$ cat config.mk
export PLATFORM = sky130hd
export DESIGN_NAME = processor
export DESIGN_NICKNAME = d
export VERILOG_FILES = /design/src/rtl/proc_pkg.sv /design/src/rtl/icache_mem.sv /design/src/rtl/icache_ctrl.sv /design/src/rtl/miss_timer.sv /design/src/rtl/fetch_stage.sv /design/src/rtl/processor.sv
export SDC_FILE = /design/constraint.sdc
export NUM_CORES = 1
export LEC_CHECK = 0
export BUFFER_PORTS_ARGS = -buffer_cell sky130_fd_sc_hd__buf_2
export CAP_MARGIN = 15
export CORE_AREA = 2 2 429 431
export CTS_CLUSTER_SIZE = 24
export DETAILED_ROUTE_END_ITERATION = 7
export DIE_AREA = 0 0 431 433
export RECOVER_POWER = 100
export SLEW_MARGIN = 15
export SYNTH_ARGS = -nofsm -noshare
export SYNTH_HDL_FRONTEND = slang
export SYNTH_HIERARCHICAL = 1
export SYNTH_SLANG_ARGS = --single-unit
$ cat constraint.sdc
create_clock -name clock -period 11.9 [get_ports clock]
set_input_delay 0.595 -clock clock [delete_from_list [all_inputs] [get_ports clock]]
set_output_delay 0.595 -clock clock [all_outputs]
set_load 0.01 [all_outputs]
$ cat src/rtl/proc_pkg.sv
package proc_pkg;

    //////////////////////////////
    // widths and sizes
    //////////////////////////////

    localparam int xlen            = 32;   // address / pc width
    localparam int icache_lines    = 16;   // 8 byte lines, direct mapped
    localparam int icache_idx_bits = 4;    // index = addr[6:3], tag = addr[31:7]
    localparam int mem_tag_bits    = 4;    // zero tag means none
    localparam int miss_timeout    = 64;   // cycles before a lost reply is reissued

    localparam logic [xlen-1:0] reset_pc = 32'h0000_0000;  // first fetch
    localparam logic [31:0]     wfi_inst = 32'h1050_0073;  // rv32 wfi encoding

    //////////////////////////////
    // encodings
    //////////////////////////////

    // memory command, same values as the memory model expects
    typedef enum logic [1:0] {
        bus_none  = 2'h0,
        bus_load  = 2'h1,
        bus_store = 2'h2
    } bus_cmd_e;

    typedef enum logic [1:0] {
        byte_size   = 2'h0,
        half_size   = 2'h1,
        word_size   = 2'h2,
        double_size = 2'h3   // whole cache line
    } mem_size_e;

    typedef enum logic [1:0] {
        no_error      = 2'h0,
        illegal_inst  = 2'h1,
        halted_on_wfi = 2'h2
    } error_code_e;

    typedef enum logic [1:0] {
        inst_normal,
        inst_wfi,
        inst_illegal
    } inst_class_e;

    typedef enum logic [1:0] {
        st_idle,         // lookup only
        st_request,      // first issue of the load
        st_wait_tag,     // memory busy, load held and retried
        st_wait_data     // accepted, watching for our tag
    } icache_state_e;

endpackage

$ cat src/rtl/icache_mem.sv
`timescale 1ns/1ps

module icache_mem (
    input  logic                                              clock,
    input  logic                                              arst_n,
    input  logic [proc_pkg::xlen-1:0]                         fetch_addr,
    input  logic                                              fetch_valid,
    input  logic                                              fill_valid,
    input  logic [proc_pkg::icache_idx_bits-1:0]              fill_idx,
    input  logic [proc_pkg::xlen-1:proc_pkg::icache_idx_bits+3] fill_tag,
    input  logic [63:0]                                       fill_data,
    output logic                                              hit,
    output logic [63:0]                                       line_data
);
    import proc_pkg::*;

    // storage
    logic [icache_lines-1:0]          valid;
    logic [xlen-1:icache_idx_bits+3]  tag_array  [icache_lines];
    logic [63:0]                      data_array [icache_lines];

    // lookup fields
    logic [icache_idx_bits-1:0]       rd_idx;
    logic [xlen-1:icache_idx_bits+3]  rd_tag;

    assign rd_idx = fetch_addr[icache_idx_bits+2:3];   // bits 6..3
    assign rd_tag = fetch_addr[xlen-1:icache_idx_bits+3];

    //////////////////////////////
    // lookup, purely combinational
    //////////////////////////////

    assign hit       = fetch_valid && valid[rd_idx] && (tag_array[rd_idx] == rd_tag);
    assign line_data = data_array[rd_idx];   // meaningful only with hit

    //////////////////////////////
    // fill
    //////////////////////////////

    // valid bits: cleared on reset, set by a fill
    always_ff @(posedge clock or negedge arst_n) begin
        if (!arst_n) begin
            valid <= '0;
        end else if (fill_valid) begin
            valid[fill_idx] <= 1'b1;
        end
    end

    // whole line written at once
    always_ff @(posedge clock) begin
        if (fill_valid) begin
            tag_array[fill_idx]  <= fill_tag;
            data_array[fill_idx] <= fill_data;   // replaces any older line here
        end
    end

endmodule

$ cat src/rtl/icache_ctrl.sv
`timescale 1ns/1ps

module icache_ctrl (
    input  logic                                                clock,
    input  logic                                                arst_n,
    input  logic [proc_pkg::xlen-1:0]                           fetch_addr,
    input  logic                                                fetch_valid,
    input  logic                                                hit,
    input  logic [proc_pkg::mem_tag_bits-1:0]                   mem2proc_response,
    input  logic [proc_pkg::mem_tag_bits-1:0]                   mem2proc_tag,
    input  logic [63:0]                                         mem2proc_data,
    input  logic                                                timer_expired,
    output proc_pkg::bus_cmd_e                                  proc2mem_command,
    output logic [proc_pkg::xlen-1:0]                           proc2mem_addr,
    output logic                                                fill_valid,
    output logic [proc_pkg::icache_idx_bits-1:0]                fill_idx,
    output logic [proc_pkg::xlen-1:proc_pkg::icache_idx_bits+3] fill_tag,
    output logic [63:0]                                         fill_data,
    output logic                                                timer_run
);
    import proc_pkg::*;

    icache_state_e           state;
    icache_state_e           state_nxt;
    logic [xlen-1:3]         miss_line;   // line address of the outstanding miss
    logic [mem_tag_bits-1:0] mem_tag;     // tag handed back by memory
    logic                    issuing;     // load on the bus this cycle
    logic                    accepted;
    logic                    tag_match;

    assign issuing   = (state == st_request) || (state == st_wait_tag);
    assign accepted  = issuing && (mem2proc_response != '0);   // zero = busy
    assign tag_match = (mem_tag != '0) && (mem2proc_tag == mem_tag);

    //////////////////////////////
    // miss fsm
    //////////////////////////////

    always_comb begin
        state_nxt = state;
        case (state)
            st_idle: begin
                if (fetch_valid && !hit) begin
                    state_nxt = st_request;   // load goes out next cycle
                end
            end
            st_request, st_wait_tag: begin
                // busy memory, keep the load up and retry
                state_nxt = accepted ? st_wait_data : st_wait_tag;
            end
            st_wait_data: begin
                if (tag_match) begin
                    state_nxt = st_idle;      // line lands at this edge
                end else if (timer_expired) begin
                    state_nxt = st_request;   // reply lost, ask again
                end
            end
            default: state_nxt = st_idle;
        endcase
    end

    always_ff @(posedge clock or negedge arst_n) begin
        if (!arst_n) begin
            state   <= st_idle;
            mem_tag <= '0;
        end else begin
            state <= state_nxt;
            if (accepted) begin
                mem_tag <= mem2proc_response;   // remember which reply is ours
            end else if (fill_valid) begin
                mem_tag <= '0;                  // nothing outstanding
            end
        end
    end

    // line address of the miss
    always_ff @(posedge clock) begin
        if (state == st_idle && fetch_valid && !hit) begin
            miss_line <= fetch_addr[xlen-1:3];
        end
    end

    //////////////////////////////
    // memory side and fill
    //////////////////////////////

    assign proc2mem_command = issuing ? bus_load : bus_none;
    assign proc2mem_addr    = {miss_line, 3'b000};   // always line aligned

    // other tags are stale or foreign, ignored
    assign fill_valid = (state == st_wait_data) && tag_match;
    assign fill_idx   = miss_line[icache_idx_bits+2:3];
    assign fill_tag   = miss_line[xlen-1:icache_idx_bits+3];
    assign fill_data  = mem2proc_data;

    assign timer_run = (state == st_wait_data);   // only while a reply is owed

endmodule

$ cat src/rtl/miss_timer.sv
`timescale 1ns/1ps

module miss_timer (
    input  logic clock,
    input  logic arst_n,
    input  logic timer_run,
    output logic timer_expired
);
    import proc_pkg::*;

    logic [$clog2(miss_timeout)-1:0] count;   // 0 .. miss_timeout-1

    // counts up while run is high, restarts whenever it drops
    always_ff @(posedge clock or negedge arst_n) begin
        if (!arst_n) begin
            count         <= '0;
            timer_expired <= 1'b0;
        end else if (!timer_run) begin
            count         <= '0;
            timer_expired <= 1'b0;
        end else if (count == miss_timeout - 1) begin
            count         <= '0;
            timer_expired <= 1'b1;   // one cycle pulse
        end else begin
            count         <= count + 1'b1;
            timer_expired <= 1'b0;
        end
    end

endmodule

$ cat src/rtl/fetch_stage.sv
`timescale 1ns/1ps

module fetch_stage (
    input  logic                      clock,
    input  logic                      arst_n,
    input  logic                      hit,
    input  logic [63:0]               line_data,
    input  logic                      inst_ack,
    input  logic                      redirect_valid,
    input  logic [proc_pkg::xlen-1:0] redirect_pc,
    output logic [proc_pkg::xlen-1:0] fetch_addr,
    output logic                      fetch_valid,
    output logic                      inst_req,
    output logic [31:0]               inst,
    output logic [proc_pkg::xlen-1:0] inst_pc,
    output proc_pkg::error_code_e     error_status
);
    import proc_pkg::*;

    logic [xlen-1:0] pc;
    logic            pend_valid;   // redirect waiting for a free slot
    logic [xlen-1:0] pend_pc;
    logic            slot_free;    // no handshake open
    logic [31:0]     word;
    inst_class_e     word_class;
    logic            take;         // line hit for the current pc

    //////////////////////////////
    // lookup request
    //////////////////////////////

    // req low and ack seen low, so a new req may rise
    assign slot_free  = !inst_req && !inst_ack;
    assign fetch_addr = pc;
    // no fetch while a redirect is pending or halted
    assign fetch_valid = slot_free && !pend_valid && !redirect_valid
                         && (error_status == no_error);
    assign take = fetch_valid && hit;

    // pick the word by pc[2] and class it
    assign word = pc[2] ? line_data[63:32] : line_data[31:0];

    always_comb begin
        if (word == wfi_inst) begin
            word_class = inst_wfi;
        end else if ((word[1:0] != 2'b11) || (word == '0)) begin
            word_class = inst_illegal;
        end else begin
            word_class = inst_normal;
        end
    end

    //////////////////////////////
    // pc, handshake, status
    //////////////////////////////

    always_ff @(posedge clock or negedge arst_n) begin
        if (!arst_n) begin
            pc           <= reset_pc;
            pend_valid   <= 1'b0;
            inst_req     <= 1'b0;
            error_status <= no_error;
        end else begin
            // newest redirect wins, applied once the slot is free
            if (redirect_valid) begin
                pend_valid <= 1'b1;
            end else if (slot_free && pend_valid) begin
                pend_valid <= 1'b0;
                pc         <= pend_pc;
            end

            if (inst_req && inst_ack) begin
                inst_req <= 1'b0;            // phase 2, wait for ack to fall
            end else if (take && word_class == inst_normal) begin
                inst_req <= 1'b1;
                pc       <= pc + 32'd4;      // then held under back-pressure
            end

            // sticky until reset, never delivered
            if (take && word_class == inst_wfi) begin
                error_status <= halted_on_wfi;
            end else if (take && word_class == inst_illegal) begin
                error_status <= illegal_inst;
            end
        end
    end

    // payload, stable while req is high
    always_ff @(posedge clock) begin
        if (redirect_valid) begin
            pend_pc <= redirect_pc;
        end
        if (take && word_class == inst_normal) begin
            inst    <= word;
            inst_pc <= pc;
        end
    end

endmodule

$ cat src/rtl/processor.sv
`timescale 1ns/1ps

module processor (
    input  logic                                clock,
    input  logic                                arst_n,
    input  logic [proc_pkg::mem_tag_bits-1:0]   mem2proc_response,  // accept tag, 0 = busy
    input  logic [proc_pkg::mem_tag_bits-1:0]   mem2proc_tag,       // tag of returning data
    input  logic [63:0]                         mem2proc_data,
    input  logic                                inst_ack,
    input  logic                                redirect_valid,     // one cycle strobe
    input  logic [proc_pkg::xlen-1:0]           redirect_pc,
    output proc_pkg::bus_cmd_e                  proc2mem_command,
    output logic [proc_pkg::xlen-1:0]           proc2mem_addr,
    output logic [63:0]                         proc2mem_data,
    output proc_pkg::mem_size_e                 proc2mem_size,
    output logic                                inst_req,
    output logic [31:0]                         inst,
    output logic [proc_pkg::xlen-1:0]           inst_pc,
    output proc_pkg::error_code_e               error_status
);
    import proc_pkg::*;

    // fetch <-> cache
    logic [xlen-1:0]                  fetch_addr;
    logic                             fetch_valid;
    logic                             hit;
    logic [63:0]                      line_data;

    // controller -> arrays
    logic                             fill_valid;
    logic [icache_idx_bits-1:0]       fill_idx;
    logic [xlen-1:icache_idx_bits+3]  fill_tag;
    logic [63:0]                      fill_data;

    logic                             timer_run;
    logic                             timer_expired;

    // fetch only reads whole lines
    assign proc2mem_size = double_size;
    assign proc2mem_data = 64'h0;

    //////////////////////////////
    // fetch
    //////////////////////////////

    fetch_stage i_fetch_stage (
        .clock          (clock),
        .arst_n         (arst_n),
        .hit            (hit),
        .line_data      (line_data),
        .inst_ack       (inst_ack),
        .redirect_valid (redirect_valid),
        .redirect_pc    (redirect_pc),
        .fetch_addr     (fetch_addr),
        .fetch_valid    (fetch_valid),
        .inst_req       (inst_req),
        .inst           (inst),
        .inst_pc        (inst_pc),
        .error_status   (error_status)
    );

    //////////////////////////////
    // icache
    //////////////////////////////

    icache_mem i_icache_mem (
        .clock       (clock),
        .arst_n      (arst_n),
        .fetch_addr  (fetch_addr),
        .fetch_valid (fetch_valid),
        .fill_valid  (fill_valid),
        .fill_idx    (fill_idx),
        .fill_tag    (fill_tag),
        .fill_data   (fill_data),
        .hit         (hit),
        .line_data   (line_data)
    );

    icache_ctrl i_icache_ctrl (
        .clock             (clock),
        .arst_n            (arst_n),
        .fetch_addr        (fetch_addr),
        .fetch_valid       (fetch_valid),
        .hit               (hit),
        .mem2proc_response (mem2proc_response),
        .mem2proc_tag      (mem2proc_tag),
        .mem2proc_data     (mem2proc_data),
        .timer_expired     (timer_expired),
        .proc2mem_command  (proc2mem_command),
        .proc2mem_addr     (proc2mem_addr),
        .fill_valid        (fill_valid),
        .fill_idx          (fill_idx),
        .fill_tag          (fill_tag),
        .fill_data         (fill_data),
        .timer_run         (timer_run)
    );

    miss_timer i_miss_timer (
        .clock         (clock),
        .arst_n        (arst_n),
        .timer_run     (timer_run),
        .timer_expired (timer_expired)   // back to st_request on this
    );

endmodule

# Yosys cells after proc, flatten, opt, wreduce, memory -nomap -nowiden
# Memory sizes are Yosys's and may differ from the RTL's.
# Cells that the tools add are included.
[word_totals]
ff_bits = 190
ram_bits = 1424
inputBits = 108
out_inout_bits = 167
elab_cells = 102
mem_count = 2
[op_classes]
add_sub_neg = 2
order_cmp = 3
n_eq_ne = 12
mux = 31
bitwise_logic = 1
reduce_logical = 38
[memory_table]
columns = ["name", "words", "word_bits", "read_ports", "rd_ports_with_merged_regs", "wr", "line_no", "source"]
rows = [
  ["i_icache_mem.data_array", 16, 64, 1, 0, 1, "icache_mem.sv:20", "logic [63:0] data_array [icache_lines];"],
  ["i_icache_mem.tag_array", 16, 25, 1, 0, 1, "icache_mem.sv:19", "logic [xlen-1:icache_idx_bits+3] tag_array [icache_lines];"],
]
[op_table]
columns = ["cell", "count"]
rows = [
  ["$mux W32", 5],
  ["$add A32 B3 Y32 const B", 1],
  ["$eq A32 B29 Y1 const B", 1],
  ["$logic_not A32 Y1", 1],
  ["$eq A25 B25 Y1", 1],
  ["$logic_and A1 B1 Y1", 19],
  ["$or A16 B16 Y16", 1],
  ["$mux W2", 7],
  ["$mux W1", 12],
  ["$mux W6", 2],
  ["$lt A4 B5 Y1 const B", 2],
  ["$mux W4", 2],
  ["$reduce_bool A2 Y1", 4],
  ["$reduce_bool A4 Y1", 2],
  ["$add A6 B1 Y6 const B", 1],
  ["$eq A2 B2 Y1 const B", 3],
  ["$eq A6 B6 Y1 const B", 1],
  ["$logic_not A2 Y1", 3],
  ["$pmux W2 S3", 1],
  ["$logic_not A1 Y1", 5],
  ["$bmux W1 S4", 1],
  ["$demux W1 S4", 1],
  ["$eq A2 B1 Y1 const B", 2],
  ["$eq A4 B4 Y1", 1],
  ["7 further kinds", 8],
]

# Depth between registers and ports, before layout
[depth]
word_depth = 11
depth_mapped = 20
ltp_nobuf = 13

# Cells and area by module
# Netlist, hierarchy kept.
[by_module_without_submodules]
columns = ["module", "n_inst", "cells_per_inst", "area_each_um2", "seq_area_each_um2"]
rows = [
  ["icache_mem", 1, 2197, 54868.9, 43161.4],
  ["fetch_stage", 1, 405, 5644.2, 3783.6],
  ["icache_ctrl", 1, 166, 2030.7, 1021.0],
  ["processor", 1, 68, 503.0, 0.0],
  ["miss_timer", 1, 28, 300.3, 175.2],
]

# Worst setup path after synthesis
# OpenSTA, ideal clock, no wires.
[synth_path]
path_type = "input-to-reg"
from = "input port mem2proc_tag[1] (netlist bit)"
to = "register i_icache_mem.valid[0]"
setup_time_ns = 0.103
t_arrival_ns = 8.609
required_time_ns = 11.797
path_slack_ns = 3.188
cell_stages = 7
path_buffers = 0
cell_sequence = "xor2_1 a2111oi_4 nand3_2 inv_1 or3b_2 nor3_1 or2_2"
[synth_via]
elab_chain_len = 3
[synth_lines]
columns = ["element", "line_no", "source"]
rows = [
  ["from (decl)", "processor.sv:7", "input logic [proc_pkg::mem_tag_bits-1:0] mem2proc_tag,"],
  ["$eq A4 B4 Y1", "icache_ctrl.sv:33", "assign tag_match = (mem_tag != '0) && (mem2proc_tag == mem_tag);"],
  ["$logic_and A1 B1 Y1", "icache_ctrl.sv:33", ""],
  ["$logic_and A1 B1 Y1", "icache_ctrl.sv:91", "assign fill_valid = (state == st_wait_data) && tag_match;"],
  ["via fill_valid", "processor.sv:30", "logic fill_valid;"],
  ["to (signal assigned)", "icache_mem.sv:43", "valid <= '0;"],
  ["to (signal, indexed assignment)", "icache_mem.sv:45", "valid[fill_idx] <= 1'b1;"],
  ["to (decl)", "icache_mem.sv:18", "logic [icache_lines-1:0] valid;"],
]
# The timed path passes the listed nets, and every way through them passes these cells.
# A chain may end at the register's enable or synchronous reset.

# Final worst setup path
[layout_path]
from = "register i_icache_ctrl.mem_tag[1]"
to = "memory i_icache_mem.data_array[12][26] (enable)"
[layout_via]
elab_chain_len = 5
elab_cells_between_ends = 6
cone_classes = "eq/ne (1); mux (2); reduce/logical (3)"
[layout_lines]
columns = ["element", "line_no", "source"]
rows = [
  ["from (decl)", "icache_ctrl.sv:26", "logic [mem_tag_bits-1:0] mem_tag;"],
  ["from (signal assigned)", "icache_ctrl.sv:69", "mem_tag <= mem2proc_response;"],
  ["$eq A4 B4 Y1 or $reduce_bool A4 Y1 (tied branches)", "icache_ctrl.sv:33", ""],
  ["$logic_and A1 B1 Y1 (*)", "icache_ctrl.sv:33", ""],
  ["$logic_and A1 B1 Y1 (*)", "icache_ctrl.sv:91", ""],
  ["via fill_valid", "processor.sv:30", ""],
  ["$mux W1 (*)", "icache_mem.sv:51", "if (fill_valid) begin"],
  ["$mux W1 (implied by the code) (*)", "icache_mem.sv:53", "data_array[fill_idx] <= fill_data;"],
  ["to (decl)", "icache_mem.sv:20", ""],
]
# Mark *: on every way through the listed nets, which the timed path passes. The rest lies on a longest branch.

==> qor.txt <==
Synth Area in Adders -> 0.09876%
Setup crit end -> i_icache_mem/data_array[12][26]
VDD IR max -> 0.0001094 V
Syn Inst Count -> 2864
Reg power frac -> 49.7%
Reg2reg setup slack -> 2.63 ns
Avg Vias per Cell -> 5.322
Syn avg cell area -> 22.12 um^2
Core box area -> 182100 um^2
Slew margin rel. -> -406.5%
Setup TNS -> 0 ns
Sw frac -> 24.42%
Ratio of final minimum period to clock period -> 77.86%
Most frequent cells in the layout -> edfxtp_1, mux4_2, clkbuf_1, clkbuf_16, conb_1
Met2 Track Usage GR -> 27.77%
Initial Util -> 34.79%
Share of flip-flops with an asynchronous set or reset -> 4.027%
Final setup violating endpoints -> 0
Combinational power share -> 12.7%
Worst r2r dst -> i_icache_mem/data_array[12][26]
Top_reg_cell synth -> edfxtp_1
DR DRC count -> 0
Die area -> 186600 um^2
DIE HEIGHT -> 433 um
Crit path from -> i_icache_ctrl/mem_tag[1]
DRT Pass-1 Iters -> 5
Internal power -> 9842 uW
Post-Synth Simple-Gate Area -> 1.932%
Post-CTS Setup Bufs -> 0
Fillers -> 16051
Cts bufs inserted -> 159
Critical-path maximum fanout -> 47
First-pass GRT wire length -> 225.7 mm
FF-to-FF path depth -> 8
Main combinational cell family by area after synthesis -> multiplexers
Flops & latches, synth -> 1614
RR Startpoint -> i_icache_ctrl/mem_tag[1]
RD Place Congestion -> 0.7793
Post-layout min period -> 9.265 ns
CP startpoint kind -> flip-flop
RSZ-0062 raised after global routing -> false
Hold Worst Slack -> 0.05922 ns
Synth Area in XOR/XNOR -> 0.4977%
Vias in the first global route -> 29929
Final nets -> 3215
Worst setup EP type -> flip-flop
Largest net degree at the start of global routing -> 156
Root Driver -> clkbuf_16
Grt met3 use -> 3.004%
Psw -> 3179 uW
Worst-path clk slew -> 0.06 ns
Worst-Margin Slew -> 7.597 ns
CTS sink count -> 1614
IO buf count -> 204
Vias post-DR -> 29944
Hpwl dp -> 86.76 mm
Met1 Use GR -> 23.40%
Wire length per cell -> 28.40 um
WP data arrival -> 9.57 ns
Die width -> 431 um
Grt peak-use layer -> met2
Leakage -> 0.02224 uW
Most common cell after layout, fill and taps aside -> edfxtp_1
CP Data Required Time -> 12.20 ns
Compound-Gate Fraction of Synth Area -> 1.707%
Status -> complete, but fails checks
Fin. Hold Viols -> 0
Synth-to-layout area growth -> 12.72%
Iter 0 DRT Violations -> 3744
Clk_lat worst skew -> 0.80 ns
Clock Power Share -> 37.6%
Netlist cell types -> 85
Seq/Total Area, Yosys -> 76.00%
PD cells -> 182.4 nW/um^2
HP Class -> input port to flip-flop
Final WL -> 159.8 mm
Number of flops mapped to enable cells by yosys -> 1549
Initial antenna violation count -> 31
Mux cell area share after synthesis -> 16.64%
Total gr overflow -> 0
Warnings, synthesis -> 6
Antenna viol nets, final -> 0
Mapped cell area -> 63350 um^2
Row Count -> 157
Max Clock Skew -> 0.02289 ns
Fmax -> 107.9 MHz
CTS tree -> yes
Max-cap viol count -> 29
Kind of critical path -> flip-flop to flip-flop
Failing checks -> capacitance limit, slew limit
Hold depth -> 2
Layout cell share with drive strength beyond 1 -> 23.93%
Global-route usage over all layers -> 16.94%
Io pins -> 275
Clock Path Buffers -> 3
Slew Viols, Final -> 1296
H-tree Lvls -> 4
## synthesized netlist by cell type (all sizes together) (3+ instances only)
| library cell | instances | area (um^2) |
|---|---|---|
| or2 | 17 | 106.4 |
| xor2 | 15 | 131.4 |
| nor4b | 3 | 32.53 |
| conb | 3 | 11.26 |
| o21ai | 17 | 96.35 |
| nand2b | 6 | 37.54 |
| or3 | 4 | 25.02 |
| a32o | 4 | 40.04 |
| nand4 | 13 | 81.33 |
| nor3 | 30 | 160.2 |
| a2111oi | 4 | 60.06 |
| a22oi | 5 | 37.54 |
| o2bb2ai | 3 | 26.28 |
| a31o | 4 | 35.03 |
| clkbuf | 39 | 146.4 |
| a311oi | 3 | 26.28 |
| mux2i | 54 | 540.5 |
| o211a | 3 | 30.03 |
| o32ai | 6 | 52.55 |
| nand3 | 18 | 100.1 |
| o221a | 4 | 45.04 |
| dfrtp | 65 | 1627 |
| nor4 | 13 | 93.84 |
| edfxtp | 1549 | 46510 |
| mux4 | 426 | 9602 |
| nor2 | 56 | 210.2 |
| a31oi | 12 | 75.07 |
| mux2 | 35 | 401.6 |
| o22ai | 13 | 81.33 |
| and2 | 7 | 43.79 |
| inv | 28 | 105.1 |
| a2bb2oi | 3 | 26.28 |
| xnor2 | 21 | 183.9 |
| a211oi | 12 | 110.1 |
| nand2 | 49 | 186.4 |
| ha | 5 | 62.56 |
| nand3b | 4 | 30.03 |
| a41oi | 4 | 35.03 |
| and3 | 8 | 50.05 |
| a221oi | 5 | 50.04 |
| buf | 251 | 1717 |
| a21oi | 15 | 75.07 |
## what timing repair did
| action | in CTS | in global routing |
|---|---|---|
| hold buffers | 35 | 0 |
| setup endpoints to repair | 0 | 0 |
| hold endpoints to repair | 48 | 0 |
| gates resized for setup | 0 | 0 |
## stage by stage
stage | std cells | instance area (um^2) | setup WS (ns) | total power, uW | util, %
finish | 5626 | 71410 | 2.635 | 13020 | 39.21
global route | 5620 | 71390 | 2.105 | 13460 | 39.20
CTS | 5620 | 71850 | 4.501 | 13140 | 39.46
detailed placement | 5291 | 66440 | 4.538 | 8260 | 36.49
global placement | 5290 | 66410 | 4.669 | 8251 | 36.47
floorplan | 2931 | 63600 | 3.188 | 7756 | -
## power groups by stage
stage	Sequential [uW]	Combinational, uW	Clock (uW)
6_report	6470	1660	4900
5_1_grt	6480	1760	5210
4_1_cts	6470	1690	4990
3_5_place_dp	6590	1670	0
3_3_place_gp	6590	1660	0
2_1_floorplan	6510	1250	0
## worst min path at each step
stage / from / endpoint / slack (ns)
2_1_floorplan: arst_n / i_fetch_stage/error_status[0] / 0.30
3_3_place_gp: i_fetch_stage/pend_pc[1] / i_fetch_stage/fetch_addr[1] / 0.43
3_5_place_dp: i_fetch_stage/pend_pc[0] / i_fetch_stage/fetch_addr[0] / 0.43
4_1_cts: mem2proc_response[3] / i_icache_ctrl/mem_tag[3] / 0.002
5_1_grt: mem2proc_response[3] / i_icache_ctrl/mem_tag[3] / 0.04
6_report: mem2proc_response[3] / i_icache_ctrl/mem_tag[3] / 0.06
## sequential cells by signal, summed over array words and instances, names as in the netlist, 16 cells and up
| register | count |
|---|---|
| i_fetch_stage/inst | 32 |
| i_icache_ctrl/miss_line | 29 |
| i_fetch_stage/inst_pc | 32 |
| i_icache_mem/tag_array | 400 |
| i_fetch_stage/pend_pc | 32 |
| i_fetch_stage/fetch_addr | 32 |
| i_icache_mem/valid | 16 |
| i_icache_mem/data_array | 1024 |
## kinds of logic (layout without fill, tap and decap cells)
family | after synthesis | count (layout)
compound gates | 137 | 137
xor+xnor | 36 | 36
fa+ha+maj | 5 | 5
buf+inv | 318 | 622
flops | 1614 | 1614
mux | 515 | 515
other cells | 3 | 76
simple gates | 236 | 236
## per-layer routing
metal	part of all wire, %	vias up
li1	-	12260
met1	42	16187
met2	49	1253
met3	6.8	230
met4	2.3	14
met5	0.058	-
## layout make-up
type                       count  area (um^2)  area share (%)
inverter                      28        107.6          0.1507
tap                         2385         2984           4.179
clock inverter                89        858.3           1.202
clock buffer                 205         4202           5.884
antenna                        6        15.01         0.02103
timing repair buffer         300         1573           2.203
multi-input combinational    999        13530           18.94
sequential                  1614        48140           67.42
## worst max-delay path, cell delays in order, from the launching register on
cell and delay (ns):
dfrtp_1 0.40, xor2_1 0.17, a2111oi_0 0.96, nand3_1 0.44, inv_1 0.22, nand3_1 0.28
nor3_1 0.21, clkbuf_1 2.97, clkbuf_1 3.04
(Power assumes the default switching activity.)
